## config.mk

```make
export PLATFORM = sky130hd
export DESIGN_NAME = cap_top
export DESIGN_NICKNAME = d
export VERILOG_FILES = /design/src/common/cap_pkg.sv /design/src/fifo/fifo.sv /design/src/hw/cap_top.sv /design/src/hw/error_log.sv /design/src/hw/frame_packer.sv
export VERILOG_INCLUDE_DIRS = /design/src /design/src/common
export SDC_FILE = /design/constraint.sdc
export NUM_CORES = 1
export LEC_CHECK = 0
export ABC_AREA = 1
export BUFFER_PORTS_ARGS = -buffer_cell sky130_fd_sc_hd__buf_2
export CORE_MARGIN = 4
export CORE_UTILIZATION = 55
export CTS_BUF_LIST = sky130_fd_sc_hd__clkbuf_4 sky130_fd_sc_hd__clkbuf_8
export CTS_CLUSTER_SIZE = 30
export DETAILED_ROUTE_END_ITERATION = 8
export GPL_TIMING_DRIVEN = 0
export PLACE_DENSITY = 0.74
export SETUP_SLACK_MARGIN = 0.3
export SYNTH_ARGS = -nofsm -noshare
export SYNTH_HDL_FRONTEND = slang
export SYNTH_SLANG_ARGS = --single-unit
export TNS_END_PERCENT = 10
```

## constraint.sdc

```tcl
create_clock -name clk -period 5.9 [get_ports clk]
set_clock_uncertainty 0.1 [all_clocks]
set_input_delay 1.18 -clock clk [delete_from_list [all_inputs] [get_ports clk]]
set_output_delay 1.18 -clock clk [all_outputs]
set_load 0.05 [all_outputs]
```

## src/common/cap_defs.svh

```systemverilog
// ----------------------------------------------------------
// capture buffer sizing macros
// fifo depth, level thresholds, payload and counter widths
// ----------------------------------------------------------
`ifndef CAP_DEFS_SVH
`define CAP_DEFS_SVH

// fifo address width, 16 slots and 15 usable entries
`define CAP_DEPTH_LOG2 4

// level thresholds on the fill count
`define CAP_ALMOST_FULL 10  // almost_full at or above this
`define CAP_ALMOST_EMPTY 4  // almost_empty at or below this

// payload widths
`define CAP_SAMPLE_W 16
`define CAP_TAG_W 8

`define CAP_ERR_CNT_W 8  // per-channel reject counter

`endif

```

## src/common/cap_pkg.sv

```systemverilog
// ----------------------------------------------------------
// capture buffer types
// sample and tag words, packed frame, fifo status, err count
// ----------------------------------------------------------
`include "cap_defs.svh"

package cap_pkg;

  // raw payload words
  typedef logic [`CAP_SAMPLE_W-1:0] sample_t;
  typedef logic [`CAP_TAG_W-1:0] tag_t;

  // one packed output frame, tag in the upper byte
  typedef struct packed {
    tag_t    tag;     // bits 23:16
    sample_t sample;  // bits 15:0
  } frame_t;

  // level flags of one fifo
  typedef struct packed {
    logic empty;         // fill count is zero
    logic almost_empty;  // count at or below low mark
    logic almost_full;   // count at or above high mark
    logic full;          // one slot left unused
  } fifo_status_t;

  // saturating count of rejected pushes
  typedef logic [`CAP_ERR_CNT_W-1:0] err_count_t;

endpackage : cap_pkg

```

## src/fifo/fifo.sv

```systemverilog
// ----------------------------------------------------------
// synchronous show-ahead fifo, payload given as a type
// level flags from the pointer difference, push-on-full
// without a pop is dropped and flagged on error
// ----------------------------------------------------------
`timescale 1ns/1ps
`include "cap_defs.svh"

module fifo
  import cap_pkg::*;
#(
  parameter type payload_t = sample_t,
  parameter int DEPTH_LOG2 = `CAP_DEPTH_LOG2
) (
  input  logic         clk,
  input  logic         reset_n,
  input  payload_t     data_in,
  input  logic         push,
  input  logic         pop,
  output payload_t     data_out,
  output fifo_status_t status,
  output logic         error
);

  localparam int unsigned SLOTS = 2 ** DEPTH_LOG2;
  localparam int unsigned FULL_COUNT = SLOTS - 1;  // one slot always kept free
  localparam int unsigned AF_COUNT = `CAP_ALMOST_FULL;
  localparam int unsigned AE_COUNT = `CAP_ALMOST_EMPTY;

  payload_t mem [SLOTS];  // storage array

  logic [DEPTH_LOG2-1:0] wr_ptr;
  logic [DEPTH_LOG2-1:0] rd_ptr;
  logic [DEPTH_LOG2-1:0] count;  // entries held

  logic full;
  logic empty;
  logic wr_en;
  logic rd_en;

  // pointer difference wraps on its own at DEPTH_LOG2 bits
  assign count = wr_ptr - rd_ptr;

  assign empty = (count == '0);
  assign full  = (count == DEPTH_LOG2'(FULL_COUNT));

  // write when room, or when full but a pop frees a slot this cycle
  assign wr_en = push && (!full || pop);
  assign rd_en = pop && !empty;  // read side only moves with data present

  // reject: push into full with no pop
  assign error = push && full && !pop;

  // flags straight from the fill count
  assign status.empty        = empty;
  assign status.almost_empty = (count <= DEPTH_LOG2'(AE_COUNT));
  assign status.almost_full  = (count >= DEPTH_LOG2'(AF_COUNT));
  assign status.full         = full;

  // head word is shown ahead of the pop
  assign data_out = mem[rd_ptr];

  // pointers
  always_ff @(posedge clk or negedge reset_n)
  begin
    if (!reset_n)
    begin
      wr_ptr <= '0;
      rd_ptr <= '0;
    end
    else
    begin
      if (wr_en)
      begin
        wr_ptr <= wr_ptr + 1'b1;  // wraps at SLOTS
      end
      if (rd_en)
      begin
        rd_ptr <= rd_ptr + 1'b1;
      end
    end
  end

  // storage write, a dropped push leaves the array alone
  always_ff @(posedge clk)
  begin
    if (wr_en)
    begin
      mem[wr_ptr] <= data_in;
    end
  end

endmodule : fifo

```

## src/hw/cap_top.sv

```systemverilog
// ----------------------------------------------------------
// capture buffer top
// sample and tag fifos, frame packer and error log
// ----------------------------------------------------------
`timescale 1ns/1ps
`include "cap_defs.svh"

module cap_top
  import cap_pkg::*;
(
  input  logic         clk,
  input  logic         reset_n,
  input  sample_t      sample_in,
  input  logic         sample_push,
  input  tag_t         tag_in,
  input  logic         tag_push,
  input  logic         drain_en,
  input  logic         err_clear,
  output frame_t       frame,
  output logic         frame_valid,
  output fifo_status_t sample_status,
  output fifo_status_t tag_status,
  output err_count_t   sample_errors,
  output err_count_t   tag_errors
);

  sample_t sample_head;  // show-ahead heads
  tag_t    tag_head;
  logic    pop;          // joint pop from the packer
  logic    sample_err;   // reject pulses
  logic    tag_err;

  // sample channel
  fifo #(
    .payload_t  (sample_t),
    .DEPTH_LOG2 (`CAP_DEPTH_LOG2)
  ) sample_fifo_i (
    .clk      (clk),
    .reset_n  (reset_n),
    .data_in  (sample_in),
    .push     (sample_push),
    .pop      (pop),
    .data_out (sample_head),
    .status   (sample_status),
    .error    (sample_err)
  );

  // tag channel, same fifo on the narrow word
  fifo #(
    .payload_t  (tag_t),
    .DEPTH_LOG2 (`CAP_DEPTH_LOG2)
  ) tag_fifo_i (
    .clk      (clk),
    .reset_n  (reset_n),
    .data_in  (tag_in),
    .push     (tag_push),
    .pop      (pop),
    .data_out (tag_head),
    .status   (tag_status),
    .error    (tag_err)
  );

  frame_packer packer_i (
    .clk           (clk),
    .reset_n       (reset_n),
    .drain_en      (drain_en),
    .sample_head   (sample_head),
    .tag_head      (tag_head),
    .sample_status (sample_status),
    .tag_status    (tag_status),
    .pop           (pop),
    .frame         (frame),
    .frame_valid   (frame_valid)
  );

  error_log err_log_i (
    .clk           (clk),
    .reset_n       (reset_n),
    .err_clear     (err_clear),
    .sample_err    (sample_err),
    .tag_err       (tag_err),
    .sample_errors (sample_errors),
    .tag_errors    (tag_errors)
  );

endmodule : cap_top

```

## src/hw/error_log.sv

```systemverilog
// ----------------------------------------------------------
// error log
// saturating per-channel counts of rejected pushes
// synchronous clear, clear beats a coincident error
// ----------------------------------------------------------
`timescale 1ns/1ps

module error_log
  import cap_pkg::*;
(
  input  logic       clk,
  input  logic       reset_n,
  input  logic       err_clear,
  input  logic       sample_err,
  input  logic       tag_err,
  output err_count_t sample_errors,
  output err_count_t tag_errors
);

  // next value of one counter
  function automatic err_count_t next_count(
    input err_count_t cur,
    input logic       err,
    input logic       clear
  );
    err_count_t nxt;
    nxt = cur;
    if (clear)
    begin
      nxt = '0;  // clear has priority
    end
    else if (err && (cur != '1))
    begin
      nxt = cur + 1'b1;  // holds at all ones
    end
    return nxt;
  endfunction

  always_ff @(posedge clk or negedge reset_n)
  begin
    if (!reset_n)
    begin
      sample_errors <= '0;
      tag_errors    <= '0;
    end
    else
    begin
      sample_errors <= next_count(sample_errors, sample_err, err_clear);
      tag_errors    <= next_count(tag_errors, tag_err, err_clear);
    end
  end

endmodule : error_log

```

## src/hw/frame_packer.sv

```systemverilog
// ----------------------------------------------------------
// frame packer
// joint pop of sample and tag fifos, one registered frame
// with a one-cycle valid pulse per pop
// ----------------------------------------------------------
`timescale 1ns/1ps

module frame_packer
  import cap_pkg::*;
(
  input  logic         clk,
  input  logic         reset_n,
  input  logic         drain_en,
  input  sample_t      sample_head,
  input  tag_t         tag_head,
  input  fifo_status_t sample_status,
  input  fifo_status_t tag_status,
  output logic         pop,
  output frame_t       frame,
  output logic         frame_valid
);

  logic both_ready;  // each fifo has a head word

  assign both_ready = !sample_status.empty && !tag_status.empty;

  // single strobe drives both fifos, so they stay in lockstep
  assign pop = drain_en && both_ready;

  // valid pulse follows each pop by one cycle
  always_ff @(posedge clk or negedge reset_n)
  begin
    if (!reset_n)
    begin
      frame_valid <= 1'b0;
    end
    else
    begin
      frame_valid <= pop;
    end
  end

  // capture the show-ahead heads at the popping edge
  always_ff @(posedge clk)
  begin
    if (pop)
    begin
      frame.tag    <= tag_head;
      frame.sample <= sample_head;
    end
  end

endmodule : frame_packer

```

## After elaboration in Yosys (flattened, before gate mapping)

Memories as Yosys holds them, arrays and structs flattened. A register that Yosys moved wholly into a read port is not among the register bits.
Index checks and enable logic that the tools add are counted.

| operators by class | value |
|---|---|
| add/sub/neg operators | 8 |
| magnitude comparators | 4 |
| equal/unequal tests | 4 |
| multiplexer cells | 8 |
| reductions and logical operators | 23 |

Operators with widths:

| operator | count |
|---|---|
| $mux W8 | 4 |
| $add A4 B1 Y4 const B | 4 |
| $add A8 B1 Y8 const B | 2 |
| $ne A8 B8 Y1 const B | 2 |
| $logic_and A1 B1 Y1 | 12 |
| $eq A4 B4 Y1 const B | 2 |
| $ge A4 B4 Y1 const B | 2 |
| $le A4 B3 Y1 const B | 2 |
| $logic_not A4 Y1 | 2 |
| $sub A4 B4 Y4 | 2 |
| $logic_not A1 Y1 | 5 |
| $mux W1 | 4 |
| $reduce_bool A2 Y1 | 2 |
| $logic_or A1 B1 Y1 | 2 |

| word-level totals | value |
|---|---|
| register bits after elaboration | 33 |
| RAM bits | 384 |
| input bits | 30 |
| output and inout port bits | 49 |
| word-level logic and storage cells | 56 |
| memories kept | 2 |

Memory list:

| memory | depth | width | rd ports | clocked after memory_dff | write ports | line | RTL |
|---|---|---|---|---|---|---|---|
| sample_fifo_i.mem | 16 | 16 | 1 | 1 | 1 | fifo.sv:30 | `payload_t mem [SLOTS];` |
| tag_fifo_i.mem | 16 | 8 | 1 | 1 | 1 | fifo.sv:30 |  |

## Longest topological paths before layout

Gate-level depths: netlist of the first run.

| depth | value |
|---|---|
| depth in word-level cells | 10 |
| gate-level depth with buffers | 15 |

## By module

A second synthesis of the first run with hierarchy kept.

| unflattened totals | value |
|---|---|
| cell total of the unflattened synthesis | 1512 |
| area total of the unflattened synthesis | 18401.4 µm² |

Modules (own cells, without submodules):

| module | instances | cells an instance | area each (µm²) | seq. area each (µm²) |
|---|---|---|---|---|
| fifo (sample_fifo_i) | 1 | 865 | 10867.9 | 7887.6 |
| fifo (tag_fifo_i) | 1 | 495 | 5810.6 | 4043.9 |
| error_log | 1 | 124 | 963.4 | 400.4 |
| frame_packer | 1 | 28 | 759.5 | 745.7 |

## Least setup slack after synthesis of the first run

Ideal clock, no wire load.

| path | value |
|---|---|
| path kind | register to output |
| from | reg tag_fifo_i.rd_ptr[2] |
| to | out tag_status[2] (netlist bit) |
| arrival time | 2798 ps |
| required time | 4620 ps |
| slack | 1822 ps |
| cell stages (with the launch flop) | 9 |
| path buffers | 2 |
| path through | dfrtp_1 clkbuf_1 inv_1 clkbuf_1 ha_1 or2_1 nand3_1 and2_4 a21boi_0 |

RTL lines:

| element | line | RTL |
|---|---|---|
| start, declared | fifo.sv:33 | `logic [DEPTH_LOG2-1:0] rd_ptr;` |
| start signal, assigned | fifo.sv:79 | `rd_ptr <= rd_ptr + 1'b1;` |
| end, declared | cap_top.sv:22 | `output fifo_status_t tag_status,` |

## Worst setup path after layout of the first run

| path | value |
|---|---|
| from | reg sample_fifo_i.rd_ptr[1] |
| to | out sample_status[3] (netlist bit) |

| on the way | value |
|---|---|
| cells in the longest elaborated chain, start to end | 2 |

Ends and longest elaborated chain:

| element | line | RTL |
|---|---|---|
| start, declared | fifo.sv:33 |  |
| start signal, assigned | fifo.sv:79 |  |
| $sub A4 B4 Y4 | fifo.sv:42 | `assign count = wr_ptr - rd_ptr;` |
| $logic_not A4 Y1 | fifo.sv:44 | `assign empty = (count == '0);` |
| end, declared | cap_top.sv:21 | `output fifo_status_t sample_status,` |

No other way between the ends.

==> results.yml, run 1 <==
sta:
  tns_ps: 0
  final_max_slew_viol_count: 0
  grt_setup_unrepaired: "false"
  worst_slew_margin_rel: 0.0722
  hold_viol_final: 0
  fin_crit_share: 0.824
  layout_setup_ws_ps: 1040
  fmaxAchievable_mhz: 206
  post-route-min-period_ps: 4860
  worst_pin_slew_ps: 1380
  final-setup-viol-count: 0
clocking:
  cts-buffers-inserted: 71
  cts_setup_buffers: 0
  cts_htree_levels: 3
  numClockSinks: 441
  buffer_type_at_the_clock_tree_root: "sky130_fd_sc_hd__clkbuf_8"
  post_cts_hold_buffers: 0
  clk-insertion-delay-late_ps: 600
  clk_pin_slew_ps: 60
  cts_tree: "built"
  post_cts_resize_count: 0
  clk_path_buf_depth: 3
grt:
  number_of_global_route_vias_before_repair: 12200
  global_route.overflow_total: 0
  grt_use_total: 0.268
  grt_antenna_before_repair: 1
  grt_first_pass_wirelength_um: 72300
  grt_max_degree: 35
floorplan:
  die_area_mm2: 0.0357
  die_w_um: 189
  row_count: 65
  placeableCoreArea_mm2: 0.0319
  chipHeight_um: 189
  start_util: 0.564
  ioPinCount: 79
worst_setup_path:
  top_cell_by_count_worst_path: "sky130_fd_sc_hd__inv_1"
  crit_start: "sample_fifo_i.rd_ptr[1]"
  worst_path_largest_cell_delay_ps: 580
  worst_ep_arrival_time_ps: 3580
  critical_path_peak_fanout: 11
  crit_required_ps: 4620
  critPathBufInv: 7
  path_cells: "inv_1 -> clkbuf_1 -> clkbuf_1 -> fa_1 -> inv_1 -> nand2_1 -> nor2_1 -> nand3_2 -> inv_1 -> buf_4 -> buf_2"
  critical_path.endpoint: "sample_status[3]"
  rr_startpoint: "sample_fifo_i.rd_ptr[1]"
  crit_slowest_cell: "sky130_fd_sc_hd__clkbuf_1"
  timing.reg2reg.worst_path_depth: 13
  cp.depth: 11
  rr_endpoint: "sample_fifo_i.mem[6][11]"
  worstSetupPathType: "reg2out"
  critical_path.top_delay_family: "buffers and inverters"
  end_kind: "output port"
  worst_setup_path_start_kind: "register"
  slack_of_the_worst_reg_to_reg_path_ps: 1480
power:
  netSwitchingFraction: 0.420
  cellLeakagePower_nw: 7.26
  power_switching_mw: 4.71
  combinational_power_share: 0.401
  power_share_of_the_sequential_group: 0.364
  pwr-share-clk: 0.234
  power_per_cell_area_mw_per_mm2: 541
  power_mw: 11.2
  vdd.ir_drop.worst_mv: 0.946
  p_int_mw: 6.50
run_status:
  run_status: "completed"
finish:
  syn_to_final_growth_pct: 15.1
  fillers: 2386
  final_cell_area_mm2: 0.0207
  fin_util: 0.649
  design.final.nets: 1599
  share_of_layout_cells_above_drive_strength_1: 0.178
  diodes: 0
drt:
  dr.pass1.iters: 6
  drtAntennaViolNets: 0
  routed-via-count: 12500
  drt-initial-drc-count: 1527
  drc: 0
  via_per_inst: 6.15
  routed_wirelength_um: 48700
  wire_per_inst_um: 23.9
place:
  detailed_place_hpwl_um: 31200
  place_congestion: 0.868
  placement.setup.worst_slack_ps: 1530
  io_buffers: 78
  placed_cell_area_mm2: 0.0193
synthesis:
  synth.ff_latch_count: 441
  count_of_unique_library_cells_instantiated_by_yosys: 37
  synthesis.area_per_instance_um2: 13.1
  number_of_standard_cells_after_synthesis: 1375
  seq_area_frac_synth: 0.727
  synthesized_netlist_net_count: 1425
  yosys_warnings: 0
  syn-cell-area_mm2: 0.0180
run:
  max_cap_violations: 0
hold_path:
  min-delay-path-class: "reg2reg"
## logic make-up (layout without fill, tap and decap cells)
logic type / after synthesis / count (layout) / synth area share
AO/OA/AOI/OAI: 329 / 329 / 0.112
XOR/XNOR: 18 / 18 / 0.00918
adder cells (fa/ha/maj): 20 / 20 / 0.0147
buffers and inverters: 138 / 363 / 0.0341
flip-flops: 441 / 441 / 0.727
AND/OR/NAND/NOR: 429 / 429 / 0.103
## how the worst min path moves through the flow
stage	startpoint	endpoint	cells past startpoint
finish	tag_fifo_i.wr_ptr[3]	tag_fifo_i.wr_ptr[3]	2
floorplan	tag_fifo_i.wr_ptr[3]	tag_fifo_i.wr_ptr[3]	2
CTS	tag_fifo_i.wr_ptr[3]	tag_fifo_i.wr_ptr[3]	2
detailed placement	tag_fifo_i.wr_ptr[3]	tag_fifo_i.wr_ptr[3]	2
global placement	tag_fifo_i.wr_ptr[3]	tag_fifo_i.wr_ptr[3]	2
global route	tag_fifo_i.wr_ptr[0]	tag_fifo_i.wr_ptr[0]	2
## cell usage after synthesis
master / n / area [um^2]
sky130_fd_sc_hd__nand3_1: 53 / 265
sky130_fd_sc_hd__xnor2_1: 3 / 26.3
sky130_fd_sc_hd__nor3_1: 33 / 165
sky130_fd_sc_hd__o22ai_1: 26 / 163
sky130_fd_sc_hd__o221ai_1: 70 / 613
sky130_fd_sc_hd__xor2_2: 1 / 16.3
sky130_fd_sc_hd__inv_2: 3 / 11.3
sky130_fd_sc_hd__nand2_2: 6 / 37.5
sky130_fd_sc_hd__clkbuf_1: 60 / 225
sky130_fd_sc_hd__or2_1: 1 / 6.26
sky130_fd_sc_hd__o21a_1: 2 / 15.0
sky130_fd_sc_hd__nand2_1: 103 / 387
sky130_fd_sc_hd__nor2_4: 2 / 22.5
sky130_fd_sc_hd__and2_4: 1 / 8.76
sky130_fd_sc_hd__buf_2: 18 / 90.1
sky130_fd_sc_hd__nor3b_1: 1 / 7.51
sky130_fd_sc_hd__a21boi_0: 1 / 7.51
sky130_fd_sc_hd__buf_4: 5 / 37.5
sky130_fd_sc_hd__ha_1: 18 / 225
sky130_fd_sc_hd__inv_4: 1 / 6.26
sky130_fd_sc_hd__nor2_1: 211 / 792
sky130_fd_sc_hd__o21ai_1: 2 / 10.0
sky130_fd_sc_hd__nand3_2: 4 / 40.0
sky130_fd_sc_hd__o211ai_1: 26 / 195
sky130_fd_sc_hd__a21oi_1: 4 / 20.0
sky130_fd_sc_hd__nand3_4: 2 / 35.0
sky130_fd_sc_hd__edfxtp_1: 408 / 12300
sky130_fd_sc_hd__nand4_1: 9 / 56.3
sky130_fd_sc_hd__fa_1: 2 / 40.0
sky130_fd_sc_hd__buf_6: 7 / 78.8
sky130_fd_sc_hd__clkinv_1: 1 / 3.75
sky130_fd_sc_hd__o21ai_0: 197 / 986
sky130_fd_sc_hd__dfrtp_1: 33 / 826
sky130_fd_sc_hd__inv_1: 43 / 161
sky130_fd_sc_hd__a31oi_1: 1 / 6.26
sky130_fd_sc_hd__xor2_1: 14 / 123
sky130_fd_sc_hd__nand2_4: 3 / 33.8
## worst register-to-register path, delay by kind of cell (launching register included)
kind | cells | cell delay (ps)
xor gates and xnor gates | 1 | 220
adders and majority gates | 1 | 350
buffers and inverters | 5 | 1710
DFF | 1 | 460
and+or+nand+nor | 6 | 1300
## routing by layer
metal / up-vias / track usage / part of all wire
met2: 906 / 0.429 / 0.46
met5: - / 0 / 0.00023
met3: 177 / 0.0643 / 0.12
met1: 5949 / 0.353 / 0.37
li1: 5479 / - / -
met4: 2 / 0.123 / 0.053
## cells in the final DEF (no fill, tap or decap), types with 14 or more instances in the layout
cell type / instances
sky130_fd_sc_hd__buf_6: 27
sky130_fd_sc_hd__o21ai_0: 197
sky130_fd_sc_hd__edfxtp_1: 408
sky130_fd_sc_hd__nor2_1: 211
sky130_fd_sc_hd__ha_1: 18
sky130_fd_sc_hd__o211ai_1: 26
sky130_fd_sc_hd__xor2_1: 14
sky130_fd_sc_hd__buf_2: 96
sky130_fd_sc_hd__nor3_2: 22
sky130_fd_sc_hd__nand3_1: 53
sky130_fd_sc_hd__clkbuf_4: 17
sky130_fd_sc_hd__clkinv_1: 17
sky130_fd_sc_hd__o221ai_1: 70
sky130_fd_sc_hd__clkbuf_8: 72
sky130_fd_sc_hd__clkbuf_1: 60
sky130_fd_sc_hd__o22ai_1: 26
sky130_fd_sc_hd__nand2_1: 103
sky130_fd_sc_hd__inv_1: 43
sky130_fd_sc_hd__dfrtp_1: 33
## final cells by class
| cell class | instances | area (um^2) | area share |
|---|---|---|---|
| Buffer | 90 | 432 | 0.0208 |
| Timing Repair Buffer | 101 | 653 | 0.0315 |
| Clock buffer | 89 | 1120 | 0.0540 |
| Tap cell | 435 | 544 | 0.0263 |
| Inverter | 48 | 183 | 0.00882 |
| Clock inverter | 35 | 283 | 0.0137 |
| Multi-Input combinational cell | 796 | 4410 | 0.213 |
| Sequential cell | 441 | 13100 | 0.632 |
## through the flow
stage          cells  hold WS, ps
6_report        2035          460
5_1_grt         2035          496
4_1_cts         2035          460
3_5_place_dp    1911          442
3_3_place_gp    1888          438
2_1_floorplan   1375          403
## power by group through the flow
stage | clock, mW | sequential [mW] | combinational, mW
global placement | 0 | 4.14 | 4.17
finish | 2.63 | 4.08 | 4.50
detailed placement | 0 | 4.14 | 4.38
global route | 2.81 | 4.12 | 4.80
CTS | 2.65 | 4.08 | 4.41
floorplan | 0 | 4.46 | 2.52
## registers in the layout, indices dropped and copies added, names as in the netlist
name and cells:
err_log_i.tag_errors 8, sample_fifo_i.rd_ptr 4, tag_fifo_i.wr_ptr 4, err_log_i.sample_errors 8
tag_fifo_i.mem 128, tag_fifo_i.rd_ptr 4, packer_i.frame 24, sample_fifo_i.wr_ptr 4
sample_fifo_i.mem 256, packer_i.frame_valid 1
No activity file was read; power rests on OpenSTA's default activity.
==> run 2: changes to the inputs <==
- clock period: 5.9 -> 4.7 ns (I/O delays scaled with it)
==> results.yml, run 2 (same netlist as run 1, synthesis figures left out) <==
run_status:
  run_status: "completed"
worst_setup_path:
  crit_start: "tag_fifo_i.rd_ptr[2]"
  crit_slowest_cell: "sky130_fd_sc_hd__clkbuf_1"
  timing.reg2reg.worst_path_depth: 14
  critPathBufInv: 5
  crit_required_ps: 3660
  path_cells: "clkbuf_1 -> inv_1 -> clkbuf_1 -> ha_1 -> or2_1 -> nand2_1 -> nand2_1 -> and2_4 -> nor2_4 -> buf_4 -> buf_2"
  worst_ep_arrival_time_ps: 3250
  critical_path_peak_fanout: 10
  worstSetupPathType: "reg2out"
  critical_path.endpoint: "tag_status[0]"
  rr_startpoint: "tag_fifo_i.rd_ptr[2]"
  worst_path_largest_cell_delay_ps: 510
  critical_path.top_delay_family: "buffers and inverters"
  cp.depth: 11
  worst_setup_path_start_kind: "register"
  end_kind: "output port"
  slack_of_the_worst_reg_to_reg_path_ps: 590
  rr_endpoint: "sample_fifo_i.mem[6][11]"
grt:
  grt_first_pass_wirelength_um: 72300
  grt_antenna_before_repair: 1
  grt_use_total: 0.268
  grt_max_degree: 35
  global_route.overflow_total: 0
  number_of_global_route_vias_before_repair: 12200
finish:
  share_of_layout_cells_above_drive_strength_1: 0.179
  largest_register_ffs: 256
  fillers: 2387
  registers.top_by_ff_count: "sample_fifo_i.mem"
  syn_to_final_growth_pct: 15.1
  layout_commonest_cell: "sky130_fd_sc_hd__edfxtp_1"
  design.final.nets: 1599
  reg_top3: "sample_fifo_i.mem: 256 flops, tag_fifo_i.mem: 128 flops, packer_i.frame: 24 flops"
  fin_util: 0.649
  diodes: 0
  layout_common_cells: "sky130_fd_sc_hd__edfxtp_1 (408), sky130_fd_sc_hd__nor2_1 (211), sky130_fd_sc_hd__o21ai_0 (197)"
sta:
  hold_viol_final: 0
  fin_crit_share: 0.913
  final_max_slew_viol_count: 0
  final-setup-viol-count: 0
  worst_pin_slew_ps: 1360
  post-route-min-period_ps: 4290
  worst_slew_margin_rel: 0.0878
  tns_ps: 0
  grt_setup_unrepaired: "true"
  fmaxAchievable_mhz: 233
power:
  vdd.ir_drop.worst_mv: 1.19
  cellLeakagePower_nw: 7.27
  power_mw: 14.1
  power_per_cell_area_mw_per_mm2: 680
floorplan:
  chipHeight_um: 189
  row_count: 65
  die_w_um: 189
  ioPinCount: 79
  die_area_mm2: 0.0357
  placeableCoreArea_mm2: 0.0319
  start_util: 0.564
place:
  place_congestion: 0.868
  detailed_place_hpwl_um: 31200
  io_buffers: 78
drt:
  wire_per_inst_um: 23.9
  routed-via-count: 12600
  drc: 0
  drt-initial-drc-count: 1526
  dr.pass1.iters: 6
  routed_wirelength_um: 48600
  via_per_inst: 6.18
  drtAntennaViolNets: 0
clocking:
  clk-insertion-delay-late_ps: 590
  cts-buffers-inserted: 71
  cts_htree_levels: 3
  clk_path_buf_depth: 3
  buffer_type_at_the_clock_tree_root: "sky130_fd_sc_hd__clkbuf_8"
  numClockSinks: 441
  clk_pin_slew_ps: 60
  cts_tree: "built"
run:
  max_cap_violations: 0
hold_path:
  min-delay-path-class: "in2async"
[run 2: cell counts in the layout (fill, tap and decap cells not counted)]
No cell type changed its count.
[run 2: how the worst min path moves through the flow]
stage               cells after the start  slack (ps)                   end                  from
CTS                                     1         350  tag_fifo_i.wr_ptr[1]               reset_n
floorplan                               2         400  tag_fifo_i.wr_ptr[3]  tag_fifo_i.wr_ptr[3]
detailed placement                      2         440  tag_fifo_i.wr_ptr[3]  tag_fifo_i.wr_ptr[3]
finish                                  1         340  tag_fifo_i.wr_ptr[1]               reset_n
global route                            1         380  tag_fifo_i.wr_ptr[1]               reset_n
global placement                        2         440  tag_fifo_i.wr_ptr[3]  tag_fifo_i.wr_ptr[3]
[run 2: worst reg2reg max path, cell delays in order (launching register included)]
cell and delay (ps):
sky130_fd_sc_hd__dfrtp_1 350, sky130_fd_sc_hd__clkbuf_1 220, sky130_fd_sc_hd__inv_1 140, sky130_fd_sc_hd__clkbuf_1 510, sky130_fd_sc_hd__ha_1 370, sky130_fd_sc_hd__or2_1 250
sky130_fd_sc_hd__nand2_1 70, sky130_fd_sc_hd__nand2_1 70, sky130_fd_sc_hd__nand3_2 100, sky130_fd_sc_hd__nand3_4 140, sky130_fd_sc_hd__nand2_1 110, sky130_fd_sc_hd__nand2_2 100
sky130_fd_sc_hd__buf_6 170, sky130_fd_sc_hd__nor3_2 750, sky130_fd_sc_hd__buf_4 370
[run 2: metrics by stage]
step | cells | hold WS (ps) | cell area (um^2) | setup WS, ps
after floorplan | 1375 | 403 | 18000 | 862
after global placement | 1888 | 438 | 18900 | -1170
after detailed placement | 1911 | 442 | 19300 | 328
after CTS | 2035 | 353 | 20700 | 372
after global routing | 2035 | 379 | 20700 | 211
final | 2035 | 337 | 20700 | 409
[run 2: timing repair]
item / 4_1_cts / 5_1_grt
hold buffers: 0 / 0
gates resized for setup: 1 / 2
hold endpoints to repair: 0 / 0
setup endpoints to repair: 1 / 3
setup buffers: 0 / 0
[run 2: metal layers]
layer / GRT usage / routed length (um) / vias up
li1: - / - / 5478
met1: 0.353 / 17700 / 5960
met2: 0.429 / 22500 / 950
met3: 0.0643 / 5840 / 195
met5: 0 / 11 / -
met4: 0.123 / 2630 / 2
[run 2: layout make-up]
type,count,area [um^2],share of cell area
plain buffers,90,434,0.0210
clock buffers,89,1120,0.0540
clock inverters,35,283,0.0137
inverters,48,183,0.00882
multi-input cells,796,4410,0.213
flip-flops and latches,441,13100,0.632
well taps,435,544,0.0263
repair buffers,101,653,0.0315
[run 2: power by group]
part	leakage (nW)	switching (mW)	internal (mW)	total, mW
logic	2.40	4.21	1.44	5.65
clock network	0.736	1.50	1.80	3.30
registers	4.13	0.200	4.93	5.13
total	7.27	5.91	8.16	14.1
